[src/common/fifo_bank_pkg.sv]
`default_nettype none

package fifo_bank_pkg;

    // ------------------------------------------------
    // Bank geometry
    // ------------------------------------------------
    // Number of FIFO lanes
    localparam int NUM_CHAN   = 4;
    // Memory words per lane
    localparam int LANE_DEPTH = 8;
    // Payload width
    localparam int DATA_WID   = 16;

    // ------------------------------------------------
    // Derived widths
    // ------------------------------------------------
    localparam int CHAN_WID = $clog2(NUM_CHAN);
    localparam int PTR_WID  = $clog2(LANE_DEPTH);
    // Memory words plus the FWFT prefetch word
    localparam int CNT_WID  = $clog2(LANE_DEPTH + 1 + 1);

    // Payload word
    typedef logic [DATA_WID-1:0] data_t;
    // Lane number
    typedef logic [CHAN_WID-1:0] chan_t;
    // Lane memory address
    typedef logic [PTR_WID-1:0]  ptr_t;
    // Lane occupancy
    typedef logic [CNT_WID-1:0]  cnt_t;

    // Drainer states
    typedef enum logic [1:0] {
        DRAIN_IDLE,
        DRAIN_POP,
        DRAIN_HOLD
    } drain_state_t;

endpackage : fifo_bank_pkg

`default_nettype wire

[src/common/fifo_lane_intf.sv]
`default_nettype none
`timescale 1ns/1ps

interface fifo_lane_intf;

    import fifo_bank_pkg::*;

    // ------------------------------------------------
    // Write side
    // ------------------------------------------------
    logic  wr;
    data_t wr_data;
    // Lane memory full, write would be dropped
    logic  full;
    // Pulses with a dropped write
    logic  oflow;

    // ------------------------------------------------
    // Read side
    // ------------------------------------------------
    // Pops the word shown on rd_data
    logic  rd;
    data_t rd_data;
    // High until the prefetch holds a word
    logic  empty;
    // Memory plus prefetch occupancy
    cnt_t  count;
    // Pulses with a read of an empty lane
    logic  uflow;

    // Demultiplexer view
    modport src (output wr, output wr_data, input full, input oflow);

    // FIFO lane view
    modport lane (
        input  wr, input  wr_data, output full, output oflow,
        input  rd, output rd_data, output empty, output count, output uflow
    );

    // Drainer view
    modport snk (output rd, input rd_data, input empty, input count, input uflow);

endinterface : fifo_lane_intf

`default_nettype wire

[src/fifo_core/fifo_ctrl_fsm.sv]
`default_nettype none
`timescale 1ns/1ps

module fifo_ctrl_fsm (
    input  logic                rd_clk,
    input  logic                local_rd_srst,
    // Write request side
    input  logic                wr,
    output logic                wr_safe,
    output fifo_bank_pkg::ptr_t wr_ptr,
    output logic                full,
    output logic                oflow,
    // Read request side
    input  logic                rd,
    output logic                rd_safe,
    output fifo_bank_pkg::ptr_t rd_ptr,
    output logic                mem_empty,
    output fifo_bank_pkg::cnt_t mem_count
);

    import fifo_bank_pkg::*;

    // Occupancy after this edge
    cnt_t count_nxt;

    // ------------------------------------------------
    // Request protection
    // ------------------------------------------------
    // No write into a full memory
    assign wr_safe = wr && !full;
    // No read from an empty memory
    assign rd_safe = rd && !mem_empty;

    // Dropped write flagged in its own cycle
    assign oflow = wr && full;

    // ------------------------------------------------
    // Pointers
    // ------------------------------------------------
    // Both wrap at LANE_DEPTH
    always_ff @(posedge rd_clk) begin
        if (local_rd_srst) begin
            wr_ptr <= '0;
        end else if (wr_safe) begin
            wr_ptr <= (wr_ptr == ptr_t'(LANE_DEPTH - 1)) ? '0 : ptr_t'(wr_ptr + 1'b1);
        end
    end

    always_ff @(posedge rd_clk) begin
        if (local_rd_srst) begin
            rd_ptr <= '0;
        end else if (rd_safe) begin
            rd_ptr <= (rd_ptr == ptr_t'(LANE_DEPTH - 1)) ? '0 : ptr_t'(rd_ptr + 1'b1);
        end
    end

    // ------------------------------------------------
    // Occupancy and flags
    // ------------------------------------------------
    // Up on write, down on read, same on both
    always_comb begin
        case ({wr_safe, rd_safe})
            2'b10:   count_nxt = cnt_t'(mem_count + 1'b1);
            2'b01:   count_nxt = cnt_t'(mem_count - 1'b1);
            default: count_nxt = mem_count;
        endcase
    end

    always_ff @(posedge rd_clk) begin
        if (local_rd_srst) begin
            mem_count <= '0;
            full      <= 1'b0;
            mem_empty <= 1'b1;
        end else begin
            mem_count <= count_nxt;
            full      <= (count_nxt == cnt_t'(LANE_DEPTH));
            // Empty drops one cycle late after a write into an empty memory
            // goes high at once on the last read
            mem_empty <= (count_nxt == '0) || (mem_count == '0);
        end
    end

endmodule : fifo_ctrl_fsm

`default_nettype wire

[src/fifo_core/fifo_core.sv]
`default_nettype none
`timescale 1ns/1ps

module fifo_core (
    input  logic       rd_clk,
    input  logic       local_rd_srst,
    // Write and read sides of one lane
    fifo_lane_intf.lane lane_if
);

    import fifo_bank_pkg::*;

    // ------------------------------------------------
    // Signals
    // ------------------------------------------------
    // Protected strobes and addresses from the controller
    logic  wr_safe;
    ptr_t  wr_ptr;
    logic  rd_safe;
    ptr_t  rd_ptr;

    // Internal read request for prefetch or pop
    logic  mem_rd;
    cnt_t  mem_count;

    // Storage
    data_t mem [LANE_DEPTH];
    data_t rd_data_q;

    // FWFT buffer has no valid word
    logic  buf_empty;

    // ------------------------------------------------
    // Pointer and count control
    // ------------------------------------------------
    fifo_ctrl_fsm i_fifo_ctrl_fsm (
        .rd_clk        ( rd_clk ),
        .local_rd_srst ( local_rd_srst ),
        .wr            ( lane_if.wr ),
        .wr_safe       ( wr_safe ),
        .wr_ptr        ( wr_ptr ),
        .full          ( lane_if.full ),
        .oflow         ( lane_if.oflow ),
        .rd            ( mem_rd ),
        .rd_safe       ( rd_safe ),
        .rd_ptr        ( rd_ptr ),
        .mem_empty     ( ),
        .mem_count     ( mem_count )
    );

    // ------------------------------------------------
    // Lane memory
    // ------------------------------------------------
    // Write only when not full
    always_ff @(posedge rd_clk) begin
        if (wr_safe) begin
            mem[wr_ptr] <= lane_if.wr_data;
        end
    end

    // One-cycle registered read
    // doubles as the prefetch register
    always_ff @(posedge rd_clk) begin
        if (rd_safe) begin
            rd_data_q <= mem[rd_ptr];
        end
    end

    // ------------------------------------------------
    // FWFT prefetch
    // ------------------------------------------------
    // Fetch while the buffer is empty, or refill on pop
    assign mem_rd = buf_empty || lane_if.rd;

    // Buffer fills on any fetched word
    // and drains on a pop with nothing behind it
    always_ff @(posedge rd_clk) begin
        if (local_rd_srst) begin
            buf_empty <= 1'b1;
        end else if (rd_safe) begin
            buf_empty <= 1'b0;
        end else if (lane_if.rd) begin
            buf_empty <= 1'b1;
        end
    end

    assign lane_if.empty   = buf_empty;
    assign lane_if.rd_data = rd_data_q;

    // Count includes the word in the buffer
    assign lane_if.count = buf_empty ? mem_count : cnt_t'(mem_count + 1'b1);

    // Pop with nothing shown is ignored by the buffer
    assign lane_if.uflow = lane_if.rd && buf_empty;

endmodule : fifo_core

`default_nettype wire

[src/chan_demux.sv]
`default_nettype none
`timescale 1ns/1ps

module chan_demux (
    input  logic                  rd_clk,
    input  logic                  local_rd_srst,
    // Tagged write stream
    input  logic                  in_wr,
    input  fifo_bank_pkg::chan_t  in_chan,
    input  fifo_bank_pkg::data_t  in_data,
    output logic                  in_oflow,
    // One write side per lane
    fifo_lane_intf.src            lane_if [fifo_bank_pkg::NUM_CHAN]
);

    import fifo_bank_pkg::*;

    // ------------------------------------------------
    // Input register
    // ------------------------------------------------
    logic                wr_q;
    chan_t               chan_q;
    data_t               data_q;
    // Overflow pulses from all lanes
    logic [NUM_CHAN-1:0] oflow_vec;

    always_ff @(posedge rd_clk) begin
        if (local_rd_srst) begin
            wr_q <= 1'b0;
        end else begin
            wr_q <= in_wr;
        end
    end

    // Channel and payload held with the strobe
    always_ff @(posedge rd_clk) begin
        if (in_wr) begin
            chan_q <= in_chan;
            data_q <= in_data;
        end
    end

    // ------------------------------------------------
    // Lane decode
    // ------------------------------------------------
    // Lane tests full itself, write forwarded as is
    for (genvar i = 0; i < NUM_CHAN; i++) begin : g_lane_wr
        assign lane_if[i].wr      = wr_q && (chan_q == chan_t'(i));
        assign lane_if[i].wr_data = data_q;
        assign oflow_vec[i]       = lane_if[i].oflow;
    end

    // Only the addressed lane can drop, so OR is enough
    assign in_oflow = |oflow_vec;

endmodule : chan_demux

`default_nettype wire

[src/rr_drain.sv]
`default_nettype none
`timescale 1ns/1ps

module rr_drain (
    input  logic                 rd_clk,
    input  logic                 local_rd_srst,
    input  logic                 out_en,
    // One read side per lane
    fifo_lane_intf.snk           lane_if [fifo_bank_pkg::NUM_CHAN],
    // Tagged output stream
    output logic                 out_valid,
    output fifo_bank_pkg::chan_t out_chan,
    output fifo_bank_pkg::data_t out_data,
    output fifo_bank_pkg::cnt_t [fifo_bank_pkg::NUM_CHAN-1:0] lane_count
);

    import fifo_bank_pkg::*;

    // ------------------------------------------------
    // Signals
    // ------------------------------------------------
    drain_state_t        state;
    drain_state_t        state_nxt;
    // Lane popped in DRAIN_POP, and last lane served
    chan_t               sel_q;
    chan_t               last_q;
    // Search start and result
    chan_t               base;
    chan_t               pick;
    logic                found;
    logic                pop_fire;
    logic [NUM_CHAN-1:0] empty_vec;
    logic [NUM_CHAN-1:0] elig;
    logic [NUM_CHAN-1:0] rd_vec;
    data_t               data_vec [NUM_CHAN];

    // Flatten the lane array
    for (genvar i = 0; i < NUM_CHAN; i++) begin : g_lane_io
        assign empty_vec[i]  = lane_if[i].empty;
        assign data_vec[i]   = lane_if[i].rd_data;
        assign lane_count[i] = lane_if[i].count;
        assign lane_if[i].rd = rd_vec[i];
    end

    // ------------------------------------------------
    // Pop strobe
    // ------------------------------------------------
    // Lane chosen a cycle earlier, dropped when out_en falls
    assign pop_fire = (state == DRAIN_POP) && out_en;

    always_comb begin
        rd_vec        = '0;
        rd_vec[sel_q] = pop_fire;
    end

    // ------------------------------------------------
    // Round-robin search
    // ------------------------------------------------
    always_comb begin
        elig = ~empty_vec;
        base = last_q;
        // Lane being popped has a stale empty
        if (state == DRAIN_POP) begin
            elig[sel_q] = 1'b0;
            base        = sel_q;
        end
        // Just popped lane skipped once more
        if (state == DRAIN_HOLD) begin
            elig[last_q] = 1'b0;
        end
    end

    // First eligible lane after base, base itself last
    always_comb begin
        found = 1'b0;
        pick  = base;
        for (int k = 1; k <= NUM_CHAN; k++) begin
            if (!found && elig[(int'(base) + k) % NUM_CHAN]) begin
                found = 1'b1;
                pick  = chan_t'((int'(base) + k) % NUM_CHAN);
            end
        end
    end

    always_comb begin
        state_nxt = DRAIN_IDLE;
        if (out_en && found) begin
            state_nxt = DRAIN_POP;
        end else if (pop_fire) begin
            state_nxt = DRAIN_HOLD;
        end
    end

    // Start search at lane 0 after reset
    always_ff @(posedge rd_clk) begin
        if (local_rd_srst) begin
            state  <= DRAIN_IDLE;
            sel_q  <= '0;
            last_q <= chan_t'(NUM_CHAN - 1);
        end else begin
            state <= state_nxt;
            if (out_en && found) begin
                sel_q <= pick;
            end
            if (pop_fire) begin
                last_q <= sel_q;
            end
        end
    end

    // ------------------------------------------------
    // Output stage
    // ------------------------------------------------
    always_ff @(posedge rd_clk) begin
        if (local_rd_srst) begin
            out_valid <= 1'b0;
        end else begin
            out_valid <= pop_fire;
        end
    end

    // Word shown by the lane at the pop edge
    always_ff @(posedge rd_clk) begin
        if (pop_fire) begin
            out_data <= data_vec[sel_q];
            out_chan <= sel_q;
        end
    end

endmodule : rr_drain

`default_nettype wire

[src/fifo_bank.sv]
`default_nettype none
`timescale 1ns/1ps

module fifo_bank (
    input  logic                 rd_clk,
    input  logic                 local_rd_srst,
    // Write stream, one channel tag per word
    input  logic                 in_wr,
    input  fifo_bank_pkg::chan_t in_chan,
    input  fifo_bank_pkg::data_t in_data,
    output logic                 in_oflow,
    // Drained output stream
    input  logic                 out_en,
    output logic                 out_valid,
    output fifo_bank_pkg::chan_t out_chan,
    output fifo_bank_pkg::data_t out_data,
    // Per-lane occupancy
    output fifo_bank_pkg::cnt_t [fifo_bank_pkg::NUM_CHAN-1:0] lane_count
);

    import fifo_bank_pkg::*;

    // One bundle per lane
    fifo_lane_intf lane_if [NUM_CHAN] ();

    // ------------------------------------------------
    // Input demultiplexer
    // ------------------------------------------------
    chan_demux i_chan_demux (
        .rd_clk        ( rd_clk ),
        .local_rd_srst ( local_rd_srst ),
        .in_wr         ( in_wr ),
        .in_chan       ( in_chan ),
        .in_data       ( in_data ),
        .in_oflow      ( in_oflow ),
        .lane_if       ( lane_if )
    );

    // ------------------------------------------------
    // FWFT lanes
    // ------------------------------------------------
    for (genvar i = 0; i < NUM_CHAN; i++) begin : g_lane
        fifo_core i_fifo_core (
            .rd_clk        ( rd_clk ),
            .local_rd_srst ( local_rd_srst ),
            .lane_if       ( lane_if[i] )
        );
    end

    // ------------------------------------------------
    // Round-robin drainer
    // ------------------------------------------------
    rr_drain i_rr_drain (
        .rd_clk        ( rd_clk ),
        .local_rd_srst ( local_rd_srst ),
        .out_en        ( out_en ),
        .lane_if       ( lane_if ),
        .out_valid     ( out_valid ),
        .out_chan      ( out_chan ),
        .out_data      ( out_data ),
        .lane_count    ( lane_count )
    );

endmodule : fifo_bank

`default_nettype wire

[config.mk]
export PLATFORM = sky130hd
export DESIGN_NAME = fifo_bank
export DESIGN_NICKNAME = d
export VERILOG_FILES = /design/src/common/fifo_bank_pkg.sv /design/src/common/fifo_lane_intf.sv /design/src/fifo_core/fifo_ctrl_fsm.sv /design/src/fifo_core/fifo_core.sv /design/src/chan_demux.sv /design/src/rr_drain.sv /design/src/fifo_bank.sv
export SDC_FILE = /design/constraint.sdc
export NUM_CORES = 1
export LEC_CHECK = 0
export ABC_AREA = 0
export BUFFER_PORTS_ARGS = -buffer_cell sky130_fd_sc_hd__buf_4
export CAP_MARGIN = 0
export CELL_PAD_IN_SITES_DETAIL_PLACEMENT = 0
export CELL_PAD_IN_SITES_GLOBAL_PLACEMENT = 1
export CORE_ASPECT_RATIO = 0.9
export CORE_MARGIN = 8
export CORE_UTILIZATION = 38
export DETAILED_ROUTE_END_ITERATION = 10
export HOLD_SLACK_MARGIN = 0.08
export PLACE_DENSITY = 0.58
export SYNTH_ARGS = -nofsm -noshare
export SYNTH_HDL_FRONTEND = slang
export SYNTH_SLANG_ARGS = --single-unit
[constraint.sdc]
create_clock -name rd_clk -period 6.45 [get_ports rd_clk]
set_input_delay 0.9675 -clock rd_clk [delete_from_list [all_inputs] [get_ports rd_clk]]
set_output_delay 0.9675 -clock rd_clk [all_outputs]
set_load 0.02 [all_outputs]
# Word-level counts from Yosys, hierarchy flattened
# Memories as Yosys holds them, arrays and structs flattened. A register that Yosys moved wholly into a read port is not among the register bits.
# Index checks and enable logic that the tools add are counted.
# classes
bitwise_logic	11
n_lt_le_gt_ge	9
reduce_logical	61
n_eq_ne	25
addsub	20
mux	64
# op_table
cell	n
16-bit binary-select mux with 2-bit select	1
4-bit zero test	8
16-bit 2-to-1 mux	2
4-bit case mux with 2 select lines	4
1-bit 2-to-1 mux	31
3-bit by 1-bit adder with 3-bit output, second input constant	8
3-bit equality test, second input constant	8
3-bit 2-to-1 mux	8
4-bit 2-to-1 mux	6
1-bit logical AND	23
4-bit by 1-bit adder with 4-bit output, second input constant	4
4-bit equality test, second input constant	4
3-bit by 4-bit < comparator with 1-bit output, second input constant	4
4-bit by 1-bit subtractor with 4-bit output, second input constant	4
2-bit equality test, second input constant	7
4-bit bitwise AND	3
2-bit by 1-bit equality test with 1-bit output, second input constant	6
2-bit 2-to-1 mux	6
4-bit NOT	3
1-bit zero test	11
2-bit OR reduction	5
1-bit binary-select mux with 2-bit select	4
1-bit logical OR	8
2-bit nonzero test	4
10 further kinds	18
# totals
mem_bits_rw	512
mem_count	4
inputBits	22
register_bits	96
# memory_table
name	depth	width	read_ports	rd_ports_with_merged_regs	wr	line	rtl
g_lane[0].i_fifo_core.mem	8	16	1	1	1	fifo_core.sv:27	data_t mem [LANE_DEPTH];
g_lane[1].i_fifo_core.mem	8	16	1	1	1	fifo_core.sv:27	
g_lane[2].i_fifo_core.mem	8	16	1	1	1	fifo_core.sv:27	
g_lane[3].i_fifo_core.mem	8	16	1	1	1	fifo_core.sv:27	

# Logic depth before layout (Yosys ltp)
# depth
word_depth	24
ltp_mapped	9
mapped_depth_nobuf	6

# Hierarchy
# A second synthesis with hierarchy kept.
# unflattened
cells_unflattened	1424
hier_area_um2	27657.8
# modules_own_cells
mod	cells_per_inst	area_each_um2	instances
fifo_core	226	5562.8	4
fifo_ctrl_fsm	80	694.4	4
rr_drain	127	1662.8	1
chan_demux	73	965.9	1

# Worst setup path before layout
# OpenSTA, ideal clock, no wires.
# synth_timing
path_type	flip-flop to flip-flop
startpoint	register i_chan_demux.chan_q[1]
endpoint	memory g_lane[0].i_fifo_core.mem[0][0] in the netlist's numbering (enable)
period_less_slack_ps	3362
setup_ps	430
slack_ps	3088
stages_incl_launch_ff	5
path_buffers	2
arrival_time_ps	2932
required_time_ps	6020
path_cell_list	edfxtp_1 buf_6 or4b_2 buf_2 nor4_1
# synth_via
elab_chain_cells	5
# synth_rtl
element	line	rtl
start, declared	chan_demux.sv:22	chan_t chan_q;
start signal, assigned	chan_demux.sv:38	chan_q <= in_chan;
2-bit zero test	chan_demux.sv:48	assign lane_if[i].wr = wr_q && (chan_q == chan_t'(i));
1-bit logical AND	chan_demux.sv:48	
1-bit logical AND	fifo_ctrl_fsm.sv:30	assign wr_safe = wr && !full;
1-bit 2-to-1 mux	fifo_core.sv:56	if (wr_safe) begin
1-bit 2-to-1 mux (implied by the code)	fifo_core.sv:57	mem[wr_ptr] <= lane_if.wr_data;
end, declared	fifo_core.sv:27	
# Every way passes these cells.

==> results.py <==
metrics = {
    "outcome": {
        "status": "finished, final reports clean",
    },
    "power_and_ir_drop": {
        "p_clk_frac": 0.351,
        "p_per_area_nw_per_um2": 376.8,
        "swShare": 0.2642,
        "leakagePower_nw": 9.766,
        "power.switching_w": 0.003042,
        "pwr-share-seq": 0.468,
        "p_int_w": 0.008470,
        "comb_power_share": 0.181,
        "peakVddDrop_mv": 0.1540,
    },
    "setup_path": {
        "startpoint_type": "flop",
        "r2r_setup_slack_ns": 3.54,
        "worst_setup_path_end_kind": "output port",
        "ff2ff_path_depth": 3,
        "critPathKind": "flop to output port",
        "reg2reg_to": "g_lane[2].i_fifo_core.mem[0][15]",
        "arrival_ns": 2.10,
        "path_max_fanout": 8,
        "rr_startpoint": "i_chan_demux.chan_q[0]",
        "crit_required_ns": 5.48,
    },
    "yosys": {
        "synth_seq_cells": 672,
        "synth-seq-area-share": 0.7412,
        "synth_ff_type": "edfxtp_1",
        "synthArstFlopShare": 0,
        "synthDistinctLibCells": 68,
        "ys.warnings.count": 0,
        "synth.largest_area_cell": "edfxtp_1",
        "syn-num-nets": 1382,
        "synth.area.top_cells": "edfxtp_1, mux4_2, dfxtp_1",
        "synth_edf_count": 612,
        "synthDominantCellAreaShare": 0.6957,
        "synthCells": 1333,
        "synth.cell_area_um2": 26420,
        "avgSynthCellArea_um2": 19.82,
    },
    "placement": {
        "dp_slack_ns": 3.115,
        "port_buffers": 57,
        "hpwlAfterDp_um": 37130,
        "place_area_um2": 28240,
        "place_congestion": 0.8008,
    },
    "detailed_routing": {
        "met2WireLength_um": 27640,
        "drc": 0,
        "drtAntennaViolNets": 0,
        "drt-initial-drc-count": 996,
        "wl_um": 60590,
        "drt-pass1-iter-count": 5,
        "highest_layer": "met4",
        "wl_met1_um": 28550,
        "wl_per_cell_um": 24.81,
        "via_count": 12720,
        "drt-vias-per-instance": 5.210,
        "wl_met3_um": 3260,
    },
    "grt": {
        "grt_antenna_before_repair": 11,
        "grt_max_degree": 50,
        "grt_pass1_wl_um": 89490,
        "grt_pass1_vias": 13120,
        "overflow": 0,
        "grt_usage": 0.1545,
    },
    "clocking": {
        "tritoncts": "yes",
        "cts_sinks": 672,
        "cts_made_buffers": 74,
        "cts.clk_slew.worst_paths_ns": 0.06,
        "post_cts_buffers": 0,
        "cts_buffer_depth": 3,
        "cts_hold_buf": 0,
        "cts-root-buf": "clkbuf_16",
        "cts_resized": 0,
        "clock_latency_ns": 0.60,
        "cts.htree.levels": 3,
    },
    "layout": {
        "multiInputGateArea_um2": 6543,
        "utilization": 0.4450,
        "area_growth_pct": 15.67,
        "fillerInstances": 5870,
        "drive_gt1_frac": 0.3130,
        "fin_nets": 1502,
        "final_cell_area_um2": 30560,
        "register_area_um2": 19580,
        "layout_commonest_cell": "edfxtp_1",
        "layout_common_cells": "edfxtp_1, mux4_2, buf_4",
    },
    "timing": {
        "hold_viol": 0,
        "setup_ws_ns": 3.378,
        "fmax_mhz": 325.5,
        "skew_ns": 0.01738,
        "worst-slew-pin-transition_ns": 1.236,
        "setup_violations": 0,
        "slew_violations": 0,
        "period_share": 0.4763,
        "rsz0062_at_grt": "no",
        "slew-limit-headroom": 0.1757,
        "fin_crit_ns": 3.072,
        "setup-tns-final_ns": 0,
    },
    "worst_hold_path": {
        "holdCritPathClass": "flop to flop",
        "hold-path-cell-count": 2,
        "hp-start": "g_lane[0].i_fifo_core.i_fifo_ctrl_fsm.rd_ptr[1]",
        "hold_path_end": "g_lane[0].i_fifo_core.i_fifo_ctrl_fsm.rd_ptr[1]",
    },
    "floorplanning": {
        "io_pins": 58,
        "die_w_um": 293.9,
        "core_area_um2": 68660,
        "rows": 91,
        "fp.dieH_um": 266.1,
        "initial_core_util": 0.3848,
        "die_area_um2": 78220,
    },
    "flow_run": {
        "drv_cap": 0,
    },
}
metal layers:
layer | global-route usage | vias up
li1 | - | 5645
met1 | 0.2270 | 6677
met2 | 0.2370 | 309
met3 | 0.03023 | 91
met4 | 0.03531 | 0
met5 | 0 | -
final cells by class:
cell class | instances | area share
clock inverters | 32 | 0.009541
diodes | 1 | 0.00008190
repair buffers | 117 | 0.02875
multi-input cells | 568 | 0.2141
flip-flops and latches | 672 | 0.6409
inverters | 20 | 0.002457
well taps | 930 | 0.03808
clock buffers | 102 | 0.06605
state kept, by name, indices dropped and copies added, names as in the netlist, 12 cells and up:
signal	cells
g_lane.i_fifo_core.i_fifo_ctrl_fsm.rd_ptr	12
g_lane.i_fifo_core.i_fifo_ctrl_fsm.mem_count	16
g_lane.i_fifo_core.mem	512
g_lane.i_fifo_core.lane_if.rd_data	64
g_lane.i_fifo_core.i_fifo_ctrl_fsm.wr_ptr	12
i_chan_demux.lane_if.wr_data	16
i_rr_drain.out_data	16
cells by family after synthesis:
| group | Yosys count | share of synthesized area |
|---|---|---|
| XOR/XNOR | 30 | 0.009946 |
| buffers and inverters | 93 | 0.01558 |
| AO/OA/AOI/OAI | 88 | 0.02345 |
| flip-flops | 672 | 0.7412 |
| adder cells (fa/ha/maj) | 27 | 0.01279 |
| AND/OR/NAND/NOR | 200 | 0.04059 |
| multiplexers | 223 | 0.1565 |
per-stage QoR:
stage | total power (W) | std cells | hold slack [ns]
after detailed placement | 0.007606 | 2307 | 0.4536
after global routing | 0.01200 | 2441 | 0.4874
after CTS | 0.01167 | 2441 | 0.4612
after floorplan | 0.006926 | 1333 | 0.4157
final | 0.01151 | 2442 | 0.4581
after global placement | 0.007587 | 2307 | 0.4430
worst max-delay path, stage by stage (launching register included):
cell and delay, ns:
dfxtp_1 0.53, inv_1 0.11, ha_1 0.38, mux2_2 0.32
buf_4 0.17
how the worst max path moves through the flow:
| stage | start | end | slack (ns) | cells past startpoint |
|---|---|---|---|---|
| finish | flop | lane_count[5] | 3.38 | 4 |
| global placement | out_en | g_lane[0].i_fifo_core.i_fifo_ctrl_fsm.mem_empty | 3.21 | 7 |
| floorplan | i_chan_demux.chan_q[1] | g_lane[0].i_fifo_core.mem[0][0] | 3.09 | 4 |
| detailed placement | out_en | g_lane[0].i_fifo_core.i_fifo_ctrl_fsm.mem_empty | 3.12 | 7 |
| CTS | flop | lane_count[5] | 3.33 | 4 |
| global route | flop | lane_count[5] | 3.26 | 4 |
cells in the mapped netlist, types with 7 or more instances:
library cell / count
ha_1: 27
dfxtp_1: 60
buf_1: 7
inv_1: 19
nand2_1: 43
nor2_1: 52
buf_2: 19
mux2_2: 70
a21oi_1: 27
o21ai_0: 10
clkbuf_1: 41
nor3_1: 28
nand2b_1: 16
edfxtp_1: 612
xnor2_1: 20
mux4_2: 145
mux2i_1: 8
xor2_1: 10
power by group through the flow:
| stage | Combinational, W | Clock, W | Sequential (W) |
|---|---|---|---|
| after floorplan | 0.00158 | 0 | 0.00535 |
| after global placement | 0.00210 | 0 | 0.00548 |
| after detailed placement | 0.00212 | 0 | 0.00549 |
| after CTS | 0.00213 | 0.00414 | 0.00540 |
| after global routing | 0.00228 | 0.00430 | 0.00542 |
| final | 0.00209 | 0.00404 | 0.00539 |
No activity file was read; power rests on OpenSTA's default activity.
